$ cat src/design/bmc_pkg.sv
`default_nettype none

package bmc_pkg;

  localparam int bus_addr_w = 16;
  localparam int bus_data_w = 16;

  // host request, held steady until ack or err comes back
  typedef struct packed {
    logic                  cyc;
    logic                  stb;
    logic                  we;
    logic [bus_addr_w-1:0] adr;
    logic [bus_data_w-1:0] dat;
  } bus_req_t;

  typedef struct packed {
    logic                  ack;
    logic                  err;
    logic [bus_data_w-1:0] dat;  // read data, valid with ack
  } bus_rsp_t;

  localparam int num_slaves  = 3;
  localparam int slv_sysconf = 0;
  localparam int slv_pwrman  = 1;
  localparam int slv_irqc    = 2;

  // memory map, inclusive ranges
  localparam logic [bus_addr_w-1:0] sysconf_base = 16'h0000;
  localparam logic [bus_addr_w-1:0] sysconf_high = 16'h000F;
  localparam logic [bus_addr_w-1:0] pwrman_base  = 16'h0010;
  localparam logic [bus_addr_w-1:0] pwrman_high  = 16'h001F;
  localparam logic [bus_addr_w-1:0] irqc_base    = 16'h0020;
  localparam logic [bus_addr_w-1:0] irqc_high    = 16'h002F;

  // register offsets within a slave, low address nibble
  localparam logic [3:0] reg_board_id   = 4'h0;  // board id high byte, major rev low byte
  localparam logic [3:0] reg_rev_minor  = 4'h1;
  localparam logic [3:0] reg_config     = 4'h2;
  localparam logic [3:0] reg_pwr_ctrl   = 4'h0;  // bit 0 power request
  localparam logic [3:0] reg_pwr_status = 4'h1;
  localparam logic [3:0] reg_irq_status = 4'h0;  // write 1 to clear
  localparam logic [3:0] reg_irq_mask   = 4'h1;

  typedef struct packed {
    logic       track_2v5;
    logic [4:0] inhibit;  // 2v5, 1v8, 1v5, 1v2, 1v0
    logic [2:0] mgt_en;   // avcc, avttx, avccpll
  } rail_ctrl_t;

  typedef struct packed {
    logic [2:0] mgt_pg;
    logic       aux_3v3_pg;
  } rail_pg_t;

  typedef enum logic [2:0] {
    pwr_off        = 3'd0,
    pwr_wait_atx   = 3'd1,
    pwr_wait_rails = 3'd2,
    pwr_on         = 3'd3,
    pwr_down_wait  = 3'd4
  } pwr_state_e;

  // why the board last went to pwr_off
  typedef enum logic [1:0] {
    cause_none      = 2'd0,
    cause_host_off  = 2'd1,
    cause_atx_fault = 2'd2,
    cause_button    = 2'd3
  } pwr_cause_e;

  localparam int num_irq        = 3;
  localparam int irq_bit_button = 0;
  localparam int irq_bit_memv   = 1;
  localparam int irq_bit_fault  = 2;

endpackage

`default_nettype wire

$ cat src/design/bmc_top.sv
`default_nettype none

module bmc_top import bmc_pkg::*; #(
  parameter logic [7:0]  BOARD_ID         = 8'h42,
  parameter logic [7:0]  REV_MAJOR        = 8'h01,
  parameter logic [15:0] REV_MINOR        = 16'h0003,
  parameter int          DEBOUNCE_CYCLES  = 32'h0020_0000,
  parameter int          POWER_UP_TIMEOUT = 40_000_000,
  parameter int          POWER_DOWN_WAIT  = 200_000_000,
  parameter int          BLINK_BIT        = 24
) (
  input  wire             gclk40,
  input  wire             hard_reset,
  input  wire bus_req_t   host_req_i,
  output bus_rsp_t        host_rsp_o,
  input  wire             chs_powerdown_n_i,
  input  wire             atx_pwr_ok_i,
  output logic            atx_ps_on_n_o,
  output logic            atx_load_res_off_o,
  output rail_ctrl_t      rail_ctrl_o,
  input  wire rail_pg_t   rail_pg_i,
  output logic [7:0]      sys_config_o,
  output logic            controller_irq_o,
  output logic            controller_reset_o,
  output logic [1:0]      chs_led_n_o
);

  logic [num_slaves-1:0] slave_sel;
  bus_rsp_t              slave_rsp [num_slaves];
  logic                  memv;
  logic                  button_pressed;
  logic                  power_ok;
  pwr_cause_e            pwr_cause;
  logic                  pwr_pending;
  logic                  pwr_fault;
  logic [num_irq-1:0]    irq_src;

  assign irq_src[irq_bit_button] = pwr_pending;
  assign irq_src[irq_bit_memv]   = memv;
  assign irq_src[irq_bit_fault]  = pwr_fault;

  button_debouncer #(
    .DEBOUNCE_CYCLES(DEBOUNCE_CYCLES)
  ) button_debouncer_inst (
    .gclk40(gclk40), .hard_reset(hard_reset),
    .button_n_i(chs_powerdown_n_i), .pressed_o(button_pressed)
  );

  bus_decoder bus_decoder_inst (
    .gclk40(gclk40), .hard_reset(hard_reset),
    .host_req_i(host_req_i), .host_rsp_o(host_rsp_o),
    .slave_sel_o(slave_sel), .slave_rsp_i(slave_rsp),
    .memv_o(memv)
  );

  sys_config_regs #(
    .BOARD_ID(BOARD_ID), .REV_MAJOR(REV_MAJOR), .REV_MINOR(REV_MINOR)
  ) sys_config_regs_inst (
    .gclk40(gclk40), .hard_reset(hard_reset),
    .sel_i(slave_sel[slv_sysconf]), .req_i(host_req_i), .rsp_o(slave_rsp[slv_sysconf]),
    .sys_config_o(sys_config_o)
  );

  power_sequencer #(
    .POWER_UP_TIMEOUT(POWER_UP_TIMEOUT), .POWER_DOWN_WAIT(POWER_DOWN_WAIT)
  ) power_sequencer_inst (
    .gclk40(gclk40), .hard_reset(hard_reset),
    .sel_i(slave_sel[slv_pwrman]), .req_i(host_req_i), .rsp_o(slave_rsp[slv_pwrman]),
    .button_i(button_pressed), .atx_pwr_ok_i(atx_pwr_ok_i), .rail_pg_i(rail_pg_i),
    .atx_ps_on_n_o(atx_ps_on_n_o), .atx_load_res_off_o(atx_load_res_off_o),
    .rail_ctrl_o(rail_ctrl_o), .power_ok_o(power_ok), .cause_o(pwr_cause),
    .pending_o(pwr_pending), .fault_o(pwr_fault)
  );

  irq_controller irq_controller_inst (
    .gclk40(gclk40), .hard_reset(hard_reset),
    .sel_i(slave_sel[slv_irqc]), .req_i(host_req_i), .rsp_o(slave_rsp[slv_irqc]),
    .irq_src_i(irq_src), .irq_o(controller_irq_o)
  );

  chassis_led #(
    .BLINK_BIT(BLINK_BIT)
  ) chassis_led_inst (
    .gclk40(gclk40), .hard_reset(hard_reset),
    .power_ok_i(power_ok), .cause_i(pwr_cause), .irq_i(controller_irq_o),
    .chs_led_n_o(chs_led_n_o), .controller_reset_o(controller_reset_o)
  );

endmodule

`default_nettype wire

$ cat src/design/bus_decoder.sv
`default_nettype none

module bus_decoder import bmc_pkg::*; (
  input  wire                   gclk40,
  input  wire                   hard_reset,
  input  wire bus_req_t         host_req_i,
  output bus_rsp_t              host_rsp_o,
  output logic [num_slaves-1:0] slave_sel_o,
  input  wire bus_rsp_t         slave_rsp_i [num_slaves],
  output logic                  memv_o
);

  logic unmapped;
  logic err_q;

  // one-hot select from the address, ranges never overlap
  always_comb begin
    slave_sel_o = '0;
    slave_sel_o[slv_sysconf] = (host_req_i.adr >= sysconf_base) &&
                               (host_req_i.adr <= sysconf_high);
    slave_sel_o[slv_pwrman]  = (host_req_i.adr >= pwrman_base) &&
                               (host_req_i.adr <= pwrman_high);
    slave_sel_o[slv_irqc]    = (host_req_i.adr >= irqc_base) &&
                               (host_req_i.adr <= irqc_high);
  end

  assign unmapped = ~|slave_sel_o;

  // err answers one cycle after stb, a single pulse per access
  always_ff @(posedge gclk40) begin
    if (!hard_reset) begin
      err_q <= 1'b0;
    end else begin
      err_q <= host_req_i.cyc && host_req_i.stb && unmapped && !err_q;
    end
  end

  assign memv_o = err_q;

  // the host holds adr until the response, so the select also steers the return path
  always_comb begin
    host_rsp_o     = '0;
    host_rsp_o.err = err_q;
    for (int i = 0; i < num_slaves; i++) begin
      if (slave_sel_o[i]) begin
        host_rsp_o.ack = slave_rsp_i[i].ack;
        host_rsp_o.dat = slave_rsp_i[i].dat;
      end
    end
  end

endmodule

`default_nettype wire

$ cat src/design/button_debouncer.sv
`default_nettype none

module button_debouncer #(
  parameter int DEBOUNCE_CYCLES = 16
) (
  input  wire  gclk40,
  input  wire  hard_reset,
  input  wire  button_n_i,
  output logic pressed_o
);

  localparam int cnt_w = $clog2(DEBOUNCE_CYCLES + 1);

  logic [1:0]       sync_q;  // chassis switch is asynchronous to gclk40
  logic [cnt_w-1:0] cnt_q;

  always_ff @(posedge gclk40) begin
    if (!hard_reset) begin
      sync_q    <= 2'b00;
      cnt_q     <= '0;
      pressed_o <= 1'b0;
    end else begin
      sync_q <= {sync_q[0], ~button_n_i};
      if (sync_q[1] == pressed_o) begin
        cnt_q <= '0;  // no change pending, restart the count
      end else if (cnt_q == cnt_w'(DEBOUNCE_CYCLES - 1)) begin
        cnt_q     <= '0;
        pressed_o <= sync_q[1];
      end else begin
        cnt_q <= cnt_q + 1'b1;
      end
    end
  end

endmodule

`default_nettype wire

$ cat src/design/chassis_led.sv
`default_nettype none

module chassis_led import bmc_pkg::*; #(
  parameter int BLINK_BIT = 24
) (
  input  wire             gclk40,
  input  wire             hard_reset,
  input  wire             power_ok_i,
  input  wire pwr_cause_e cause_i,
  input  wire             irq_i,
  output logic [1:0]      chs_led_n_o,
  output logic            controller_reset_o
);

  logic [BLINK_BIT+2:0] cnt_q;
  logic                 power_led;
  logic                 action_led;

  always_ff @(posedge gclk40) begin
    if (!hard_reset) begin
      cnt_q <= '0;
    end else begin
      cnt_q <= cnt_q + 1'b1;
    end
  end

  // fast blink flags a supply fault, slow blink means no controller
  assign power_led  = power_ok_i ? 1'b1 :
                      (cause_i == cause_atx_fault) ? cnt_q[BLINK_BIT] : 1'b0;
  assign action_led = power_ok_i ? irq_i : cnt_q[BLINK_BIT+2];

  assign chs_led_n_o        = !hard_reset ? 2'b00 : ~{action_led, power_led};  // lamp test
  assign controller_reset_o = ~power_ok_i;

endmodule

`default_nettype wire

$ cat src/design/irq_controller.sv
`default_nettype none

module irq_controller import bmc_pkg::*; (
  input  wire                gclk40,
  input  wire                hard_reset,
  input  wire                sel_i,
  input  wire bus_req_t      req_i,
  output bus_rsp_t           rsp_o,
  input  wire [num_irq-1:0]  irq_src_i,
  output logic               irq_o
);

  logic                  access;
  logic                  ack_q;
  logic [num_irq-1:0]    status_q;
  logic [num_irq-1:0]    mask_q;  // 1 enables the source
  logic [num_irq-1:0]    clr;
  logic [bus_data_w-1:0] rdata_q;

  assign access = sel_i && req_i.cyc && req_i.stb && !ack_q;
  assign clr    = (access && req_i.we && req_i.adr[3:0] == reg_irq_status) ?
                  req_i.dat[num_irq-1:0] : '0;

  always_ff @(posedge gclk40) begin
    if (!hard_reset) begin
      ack_q    <= 1'b0;
      status_q <= '0;
      mask_q   <= '1;
      irq_o    <= 1'b0;
    end else begin
      ack_q    <= access;
      status_q <= (status_q & ~clr) | irq_src_i;  // a new pulse beats a clear
      irq_o    <= |(status_q & mask_q);
      if (access && req_i.we && req_i.adr[3:0] == reg_irq_mask) begin
        mask_q <= req_i.dat[num_irq-1:0];
      end
    end
  end

  always_ff @(posedge gclk40) begin
    if (access) begin
      case (req_i.adr[3:0])
        reg_irq_status: rdata_q <= bus_data_w'(status_q);
        reg_irq_mask:   rdata_q <= bus_data_w'(mask_q);
        default:        rdata_q <= '0;
      endcase
    end
  end

  assign rsp_o = '{ack: ack_q, err: 1'b0, dat: rdata_q};

endmodule

`default_nettype wire

$ cat src/design/power_sequencer.sv
`default_nettype none

module power_sequencer import bmc_pkg::*; #(
  parameter int POWER_UP_TIMEOUT = 1000,
  parameter int POWER_DOWN_WAIT  = 1000
) (
  input  wire           gclk40,
  input  wire           hard_reset,
  input  wire           sel_i,
  input  wire bus_req_t req_i,
  output bus_rsp_t      rsp_o,
  input  wire           button_i,
  input  wire           atx_pwr_ok_i,
  input  wire rail_pg_t rail_pg_i,
  output logic          atx_ps_on_n_o,
  output logic          atx_load_res_off_o,
  output rail_ctrl_t    rail_ctrl_o,
  output logic          power_ok_o,
  output pwr_cause_e    cause_o,
  output logic          pending_o,
  output logic          fault_o
);

  localparam int cnt_max = (POWER_UP_TIMEOUT > POWER_DOWN_WAIT) ?
                           POWER_UP_TIMEOUT : POWER_DOWN_WAIT;
  localparam int cnt_w   = $clog2(cnt_max + 1);

  pwr_state_e            state_q;
  pwr_cause_e            cause_q;
  logic [cnt_w-1:0]      cnt_q;
  logic                  pwr_req_q;
  logic                  button_q;
  logic                  access;
  logic                  ack_q;
  logic                  ctrl_wr;
  logic                  host_off;
  logic                  rails_en;
  logic [bus_data_w-1:0] rdata_q;

  assign access   = sel_i && req_i.cyc && req_i.stb && !ack_q;
  assign ctrl_wr  = access && req_i.we && req_i.adr[3:0] == reg_pwr_ctrl;
  assign host_off = ctrl_wr && !req_i.dat[0] && state_q != pwr_off;

  always_ff @(posedge gclk40) begin
    if (!hard_reset) begin
      state_q   <= pwr_off;
      cause_q   <= cause_none;
      cnt_q     <= '0;
      pwr_req_q <= 1'b0;
      button_q  <= 1'b0;
      ack_q     <= 1'b0;
      pending_o <= 1'b0;
      fault_o   <= 1'b0;
    end else begin
      ack_q     <= access;
      button_q  <= button_i;
      pending_o <= 1'b0;
      fault_o   <= 1'b0;
      cnt_q     <= cnt_q + 1'b1;  // only looked at in the timed states
      if (ctrl_wr) begin
        pwr_req_q <= req_i.dat[0];
      end
      if (host_off) begin
        state_q <= pwr_off;
        cause_q <= cause_host_off;
      end else begin
        case (state_q)
          pwr_off: begin
            if (ctrl_wr && req_i.dat[0]) begin
              state_q <= pwr_wait_atx;
              cnt_q   <= '0;
            end
          end
          pwr_wait_atx: begin
            if (atx_pwr_ok_i) begin
              state_q <= pwr_wait_rails;
            end else if (cnt_q == cnt_w'(POWER_UP_TIMEOUT - 1)) begin
              state_q   <= pwr_off;  // supply never came up
              cause_q   <= cause_atx_fault;
              pwr_req_q <= 1'b0;
              fault_o   <= 1'b1;
            end
          end
          pwr_wait_rails, pwr_on: begin
            if (!atx_pwr_ok_i) begin
              state_q   <= pwr_off;
              cause_q   <= cause_atx_fault;
              pwr_req_q <= 1'b0;
              fault_o   <= 1'b1;
            end else if (state_q == pwr_wait_rails && &rail_pg_i.mgt_pg) begin
              state_q <= pwr_on;
            end else if (state_q == pwr_on && button_i && !button_q) begin
              state_q   <= pwr_down_wait;  // give the controller time to shut down
              cnt_q     <= '0;
              pending_o <= 1'b1;
            end
          end
          pwr_down_wait: begin
            if (cnt_q == cnt_w'(POWER_DOWN_WAIT - 1)) begin
              state_q   <= pwr_off;
              cause_q   <= cause_button;
              pwr_req_q <= 1'b0;
            end
          end
          default: state_q <= pwr_off;
        endcase
      end
    end
  end

  always_ff @(posedge gclk40) begin
    if (access) begin
      case (req_i.adr[3:0])
        reg_pwr_ctrl:   rdata_q <= {15'b0, pwr_req_q};
        reg_pwr_status: rdata_q <= {7'b0, power_ok_o, 2'b0, cause_q, 1'b0, state_q};
        default:        rdata_q <= '0;
      endcase
    end
  end

  assign rsp_o = '{ack: ack_q, err: 1'b0, dat: rdata_q};

  // supply outputs follow the state
  assign rails_en = state_q inside {pwr_wait_rails, pwr_on, pwr_down_wait};
  assign atx_ps_on_n_o      = (state_q == pwr_off);
  assign atx_load_res_off_o = (state_q == pwr_on);
  assign power_ok_o         = (state_q == pwr_on);
  assign cause_o            = cause_q;

  always_comb begin
    rail_ctrl_o.track_2v5 = rails_en && rail_pg_i.aux_3v3_pg;  // 2v5 tracks the aux rail
    rail_ctrl_o.inhibit   = rails_en ? 5'b00000 : 5'b11111;
    rail_ctrl_o.mgt_en    = rails_en ? 3'b111 : 3'b000;
  end

endmodule

`default_nettype wire

$ cat src/design/sys_config_regs.sv
`default_nettype none

module sys_config_regs import bmc_pkg::*; #(
  parameter logic [7:0]  BOARD_ID  = 8'h00,
  parameter logic [7:0]  REV_MAJOR = 8'h00,
  parameter logic [15:0] REV_MINOR = 16'h0000
) (
  input  wire           gclk40,
  input  wire           hard_reset,
  input  wire           sel_i,
  input  wire bus_req_t req_i,
  output bus_rsp_t      rsp_o,
  output logic [7:0]    sys_config_o
);

  logic                  access;
  logic                  ack_q;
  logic [bus_data_w-1:0] rdata_q;
  logic [7:0]            config_q;

  assign access = sel_i && req_i.cyc && req_i.stb && !ack_q;

  always_ff @(posedge gclk40) begin
    if (!hard_reset) begin
      ack_q    <= 1'b0;
      config_q <= 8'h00;
    end else begin
      ack_q <= access;
      if (access && req_i.we && req_i.adr[3:0] == reg_config) begin
        config_q <= req_i.dat[7:0];
      end
    end
  end

  always_ff @(posedge gclk40) begin
    if (access) begin
      case (req_i.adr[3:0])
        reg_board_id:  rdata_q <= {BOARD_ID, REV_MAJOR};
        reg_rev_minor: rdata_q <= REV_MINOR;
        reg_config:    rdata_q <= {8'h00, config_q};
        default:       rdata_q <= '0;  // unused offsets read as zero
      endcase
    end
  end

  assign rsp_o = '{ack: ack_q, err: 1'b0, dat: rdata_q};
  assign sys_config_o = config_q;

endmodule

`default_nettype wire

$ cat config.mk
export PLATFORM = sky130hd
export DESIGN_NAME = bmc_top
export DESIGN_NICKNAME = d
export VERILOG_FILES = /design/src/design/bmc_pkg.sv /design/src/design/bmc_top.sv /design/src/design/bus_decoder.sv /design/src/design/button_debouncer.sv /design/src/design/chassis_led.sv /design/src/design/irq_controller.sv /design/src/design/power_sequencer.sv /design/src/design/sys_config_regs.sv
export SDC_FILE = /design/constraint.sdc
export NUM_CORES = 1
export LEC_CHECK = 0
export ABC_AREA = 1
export BUFFER_PORTS_ARGS = -buffer_cell sky130_fd_sc_hd__clkbuf_2
export CAP_MARGIN = 20
export CORE_UTILIZATION = 34
export DETAILED_ROUTE_END_ITERATION = 10
export GPL_ROUTABILITY_DRIVEN = 1
export GPL_TIMING_DRIVEN = 0
export PLACE_DENSITY = 0.61
export SLEW_MARGIN = 25
export SYNTH_ARGS = -nofsm -noshare
export SYNTH_HDL_FRONTEND = slang
export SYNTH_SLANG_ARGS = --single-unit
$ cat constraint.sdc
create_clock -name gclk40 -period 3.45 [get_ports gclk40]
set_clock_uncertainty 0.05 [all_clocks]
set_input_delay 0.5175 -clock gclk40 [delete_from_list [all_inputs] [get_ports gclk40]]
set_output_delay 0.5175 -clock gclk40 [all_outputs]
set_load 0.005 [all_outputs]
### Yosys cells after proc, flatten, opt, wreduce, memory -nomap -nowiden

Cells that the tools add are included.
Widths: inputs -> output; s select.

* $add $sub $neg: 3
* order comparisons: 6
* eq/ne operators: 22
* muxes and demuxes: 48
* bitwise gates (word level): 11
* reduce and logical (&&, ||, !) cells: 53

Operators with widths (number)
* $mux 28: 5
* $pmux 28 s2: 1
* $mux 16: 3
* $pmux 15 s3: 1
* $logic_and 1x1->1: 29
* $add 28x1->28 const B: 1
* $eq 28x26->1 const B: 1
* $eq 28x28->1 const B: 1
* $add 27x1->27 const B: 1
* $mux 3: 9
* $add 22x1->22 const B: 1
* $eq 22x21->1 const B: 1
* $pmux 9 s2: 1
* $mux 1: 17
* $ge 16x1->1 const B: 1
* $ge 16x5->1 const B: 1
* $ge 16x6->1 const B: 1
* $le 16x4->1 const B: 1
* $le 16x5->1 const B: 1
* $le 16x6->1 const B: 1
* $pmux 3 s4: 1
* $mux 2: 5
* $reduce_and 5->1: 2
* $ne 3x2->1 const B: 3
* 32 further kinds: 54

* bits in registers: 156
* input port bits: 43
* output and inout bits: 41
* logic and storage cells: 166

### Logic depth before layout (Yosys ltp)

* depth after elaboration: 12
* gate-level depth with buffers: 12

### Cells and area by module

From an unflattened synthesis, not the netlist that was laid out.

* cell total of the unflattened synthesis: 1071
* area total of the unflattened synthesis: 7314.5 µm²

Modules (own cells, without submodules)
* power_sequencer: instances 1, cells an instance 359, area an instance 2486.1 µm², seq. area each 940.9 µm²
* chassis_led: instances 1, cells an instance 211, area an instance 1421.4 µm², seq. area each 540.5 µm²
* button_debouncer: instances 1, cells an instance 172, area an instance 1223.7 µm², seq. area each 500.5 µm²
* sys_config_regs: instances 1, cells an instance 103, area an instance 860.8 µm², seq. area each 450.4 µm²
* bus_decoder: instances 1, cells an instance 152, area an instance 713.2 µm², seq. area each 20.0 µm²
* irq_controller: instances 1, cells an instance 74, area an instance 609.3 µm², seq. area each 250.2 µm²

### Worst setup path after synthesis

Ideal clock, no wire load.

* path kind: input port to flip-flop
* from: input host_req_i[29] in the netlist's numbering
* to: register sys_config_regs_inst.config_q[6], in the netlist sys_config_regs_inst.sys_config_o[6]
* library setup time: 0.065 ns
* data arrival time: 1.911 ns
* data required time: 3.335 ns
* setup slack: 1.424 ns
* cell stages on the path: 9
* path buffers: 0
* path through: nor2_1 -> nand2_2 -> nor2_8 -> nand2_2 -> nor3_4 -> nand3_2 -> inv_1 -> o21ai_0 -> nor2_1

* cells in the longest elaborated chain, start to end: 7
* elaborated cells on any way between the ends: 8
* classes of those cells: order compare: 2; reduce/logical: 6

Ends and longest elaborated chain
* start, declared: line bmc_top.sv:14 `input wire bus_req_t host_req_i,`
* $ge 16x1->1 or $le 16x4->1 (tied branches): line bus_decoder.sv:19, bus_decoder.sv:20
* $logic_and 1x1->1 *: line bus_decoder.sv:19 `slave_sel_o[slv_sysconf] = (host_req_i.adr >= sysconf_base) &&`
* $logic_and 1x1->1 * (3 in series): line sys_config_regs.sv:21 `assign access = sel_i && req_i.cyc && req_i.stb && !ack_q;`
* named net sys_config_regs_inst.access: line sys_config_regs.sv:16 `logic access;`
* $logic_and 1x1->1 * (2 in series): line sys_config_regs.sv:29 `if (access && req_i.we && req_i.adr[3:0] == reg_config) begin`
* end signal, assigned: line sys_config_regs.sv:30 `config_q <= req_i.dat[7:0];`
* end, declared: line sys_config_regs.sv:19 `logic [7:0] config_q;`

The timed path passes the listed nets; every way through them passes the cells marked *.
A chain may end at the register's enable or synchronous reset.

==> metrics.md <==
| Metric | Value |
|---|---|
| Outcome | completed |
| Largest net degree at the start of global routing | 17 |
| Period utilization | 73.4% |
| Nets | 1010 |
| Worst-case clock buffer depth | 2 |
| Remaining DRCs | 0 |
| Post_cts resized | 0 |
| Core area | 18600 um2 |
| Top cells by area in the synthesized netlist | dfxtp_1, nand2_1, edfxtp_1 |
| Initial core utilization | around a third |
| All-layer global routing usage | 15.5% |
| First-pass GRT wire length | 24.1 mm |
| Drt pass-1 iters | 7 |
| Setup bufs post-CTS | 0 |
| Vias per std cell | about 4.6 |
| Leakage | 3.03 nW |
| #FFs+latches synth | around 130 |
| Hpwl dp | 10.8 mm |
| Post-synth EDFFs | 18 |
| Reg clk slew, reported paths | 0.06 ns |
| Filler Cell Count | approximately 1900 |
| Worst-skew pair later-pin latency | between 0.4 and 0.5 ns |
| Worst Path Class, Setup | reg -> out |
| Post-synth ARST share | 0% |
| Shortest period the worst path allows | 2.53 ns |
| Final setup vio count | 0 |
| VDD IR max | around 0.33 mV |
| Met2 routed WL | between 6 and 7 mm |
| Distinct cell type count after synthesis | 39 |
| Pwr Density | 465 nW/um2 |
| CP endpoint kind | output pin |
| H-tree levels | 4 |
| Synth Instances | ~870 |
| Total power | 0.00358 W |
| Met3 WL | 633 um |
| Commonest non-fill, non-tap cells in the layout | nand2_1, nor2_1, inv_1 |
| RSZ-0062 raised after global routing | false |
| Max transition margin | 44.2% |
| Fmax | 0.395 GHz |
| Row cnt | 50 |
| Vias | around 5500 |
| Worst-margin pin slew | 0.830 ns |
| GPL Wtd Cong | ~0.86 |
| Min-Delay Path Class | in -> reg |
| Initial antenna violation count | 0 |
| N_diodes | 0 |
| CP startpoint kind | register |
| Yosys Warn Count | 0 |
| Final slew viol count | 0 |
| Post-synth top area share | 33.5% |
| Area of the mapped netlist | 6460 um2 |
| Num CTS Buffers | 17 |
| Clock Root Buffer | clkbuf_16 |
| Register area share after synthesis | between 40% and 50% |
| Detailed Route WL | 14.3 mm |
| Uppermost layer routed | met4 |
| Layout cells sized above 1 | 17.3% |
| Final setup TNS | 0 ns |
| Routed metal-1 wire length | 6.82 mm |
| Worst EP required | 2.88 ns |
| Non-Filler Instances | 1211 |
| Buffers on Ports | roughly 70 |
| Top FF cell, synth | dfxtp_1 |
| Crit path max fanout | 7 |
| # IOs | 84 |
| Maxcap violations | 0 |
| Routed Antenna Nets | 0 |
| Drt wl/cell | 11.8 um |
| Commonest non-fill, non-tap cell in the layout | nand2_1 |
| Hold Worst Slack | 0.233 ns |
| CTS Sinks | about 130 |
| Die H | 140 um |
| Chip Width | 140 um |
| Area growth from synthesis to layout | 19.2% |
| CTS tree | built |
| Placed cells | 1179 |
| Vias in the first global route | 5159 |
| Die Footprint | 19500 um2 |
| Top cell type by total area after synthesis | dfxtp_1 |
| Global route total overflow | 0 |
| Cts hold-fix bufs | 0 |
| Arrival @ worst endpoint | 1.97 ns |
| Initial DRC count | between 200 and 300 |
| Hold Fails Final Rpt | 0 |
| Syn Area/Cell | 7.41 um2 |
## stage by stage
step	setup WS, ns	cell area [um2]	utilization (%)
2_1_floorplan	1.42	6470	-
3_3_place_gp	0.890	7110	38.1
3_5_place_dp	0.863	7110	38.1
4_1_cts	0.794	7700	41.3
5_1_grt	0.651	7700	41.3
6_report	0.917	7700	41.3
## layer usage
layer	vias up	global-route usage, %
met5	-	0
met4	0	5.32
met3	15	4.06
met2	110	26.0
met1	2455	19.1
li1	2956	-
## Yosys cell counts, drive strengths merged (2+ instances only)
cell	number
xnor2	11
buf	19
dfxtp	108
o21ai	31
nor3b	5
or2	4
xor2	25
a22o	4
edfxtp	18
a211oi	2
a21oi	40
clkbuf	6
a32o	2
inv	129
ha	3
nor3	28
nand3b	3
nor2	171
nand2	171
nand3	54
o211ai	5
nor4	9
nand4	19
## power breakdown
group          leakage [nW]  internal [W]  switching (W)  total (W)
Combinational          1.72      0.000104       0.000178   0.000282
Sequential             1.04       0.00151      0.0000231    0.00153
Clock                 0.272       0.00107       0.000691    0.00176
## registers in the layout (all words and copies together), names as in the netlist
register / cells
irq_controller_inst.status_q: 3
irq_controller_inst.ack_q: 1
power_sequencer_inst.state_q: 3
power_sequencer_inst.cnt_q: 28
button_debouncer_inst.sync_q: 2
power_sequencer_inst.rdata_q: 6
power_sequencer_inst.pwr_req_q: 1
power_sequencer_inst.pending_o: 1
irq_controller_inst.irq_o: 1
irq_controller_inst.rdata_q: 3
chassis_led_inst.cnt_q: 27
button_debouncer_inst.pressed_o: 1
power_sequencer_inst.fault_o: 1
power_sequencer_inst.ack_q: 1
power_sequencer_inst.cause_o: 2
power_sequencer_inst.button_q: 1
sys_config_regs_inst.rdata_q: 9
irq_controller_inst.mask_q: 3
sys_config_regs_inst.sys_config_o: 8
button_debouncer_inst.cnt_q: 22
bus_decoder_inst.memv_o: 1
sys_config_regs_inst.ack_q: 1
## kinds of logic after synthesis
family          count (synthesis)  synth area share (%)
simple gates                  464                  34.6
flops                         126                  41.9
xor+xnor                       36                  4.88
fa+ha+maj                       3                 0.581
buf+inv                       155                  10.5
compound gates                 87                  7.54
other cells                     1                0.0581
## final timing paths
kind | slack, ns | depth (start not counted) | from | endpoint
max | 0.92 | 7 | power_sequencer_inst.state_q[0] | rail_ctrl_o[2]
min | 0.23 | 2 | chs_powerdown_n_i | button_debouncer_inst.sync_q[0]
max reg2reg | 1.19 | 12 | power_sequencer_inst.cnt_q[0] | power_sequencer_inst.cause_o[0]
min reg2reg | 0.38 | 2 | button_debouncer_inst.sync_q[0] | button_debouncer_inst.sync_q[1]
## final cells by class
class / instances / area, um2 / area share, %
Clock buffer: 17 / 425 / 5.52
Multi-Input combinational cell: 595 / 3090 / 40.2
Tap cell: 234 / 293 / 3.80
Inverter: 130 / 488 / 6.34
Timing Repair Buffer: 69 / 345 / 4.48
Clock inverter: 15 / 164 / 2.13
Buffer: 25 / 190 / 2.47
Sequential cell: 126 / 2700 / 35.1
## critical path, cell delays in order (launching register included)
cell	delay, ns
dfxtp_1	0.41
nor2_1	0.07
inv_1	0.08
nor2_1	0.07
nor2_1	0.49
inv_1	0.16
buf_4	0.17
clkbuf_2	0.10
Note: power is estimated with default switching activity, not from simulation.
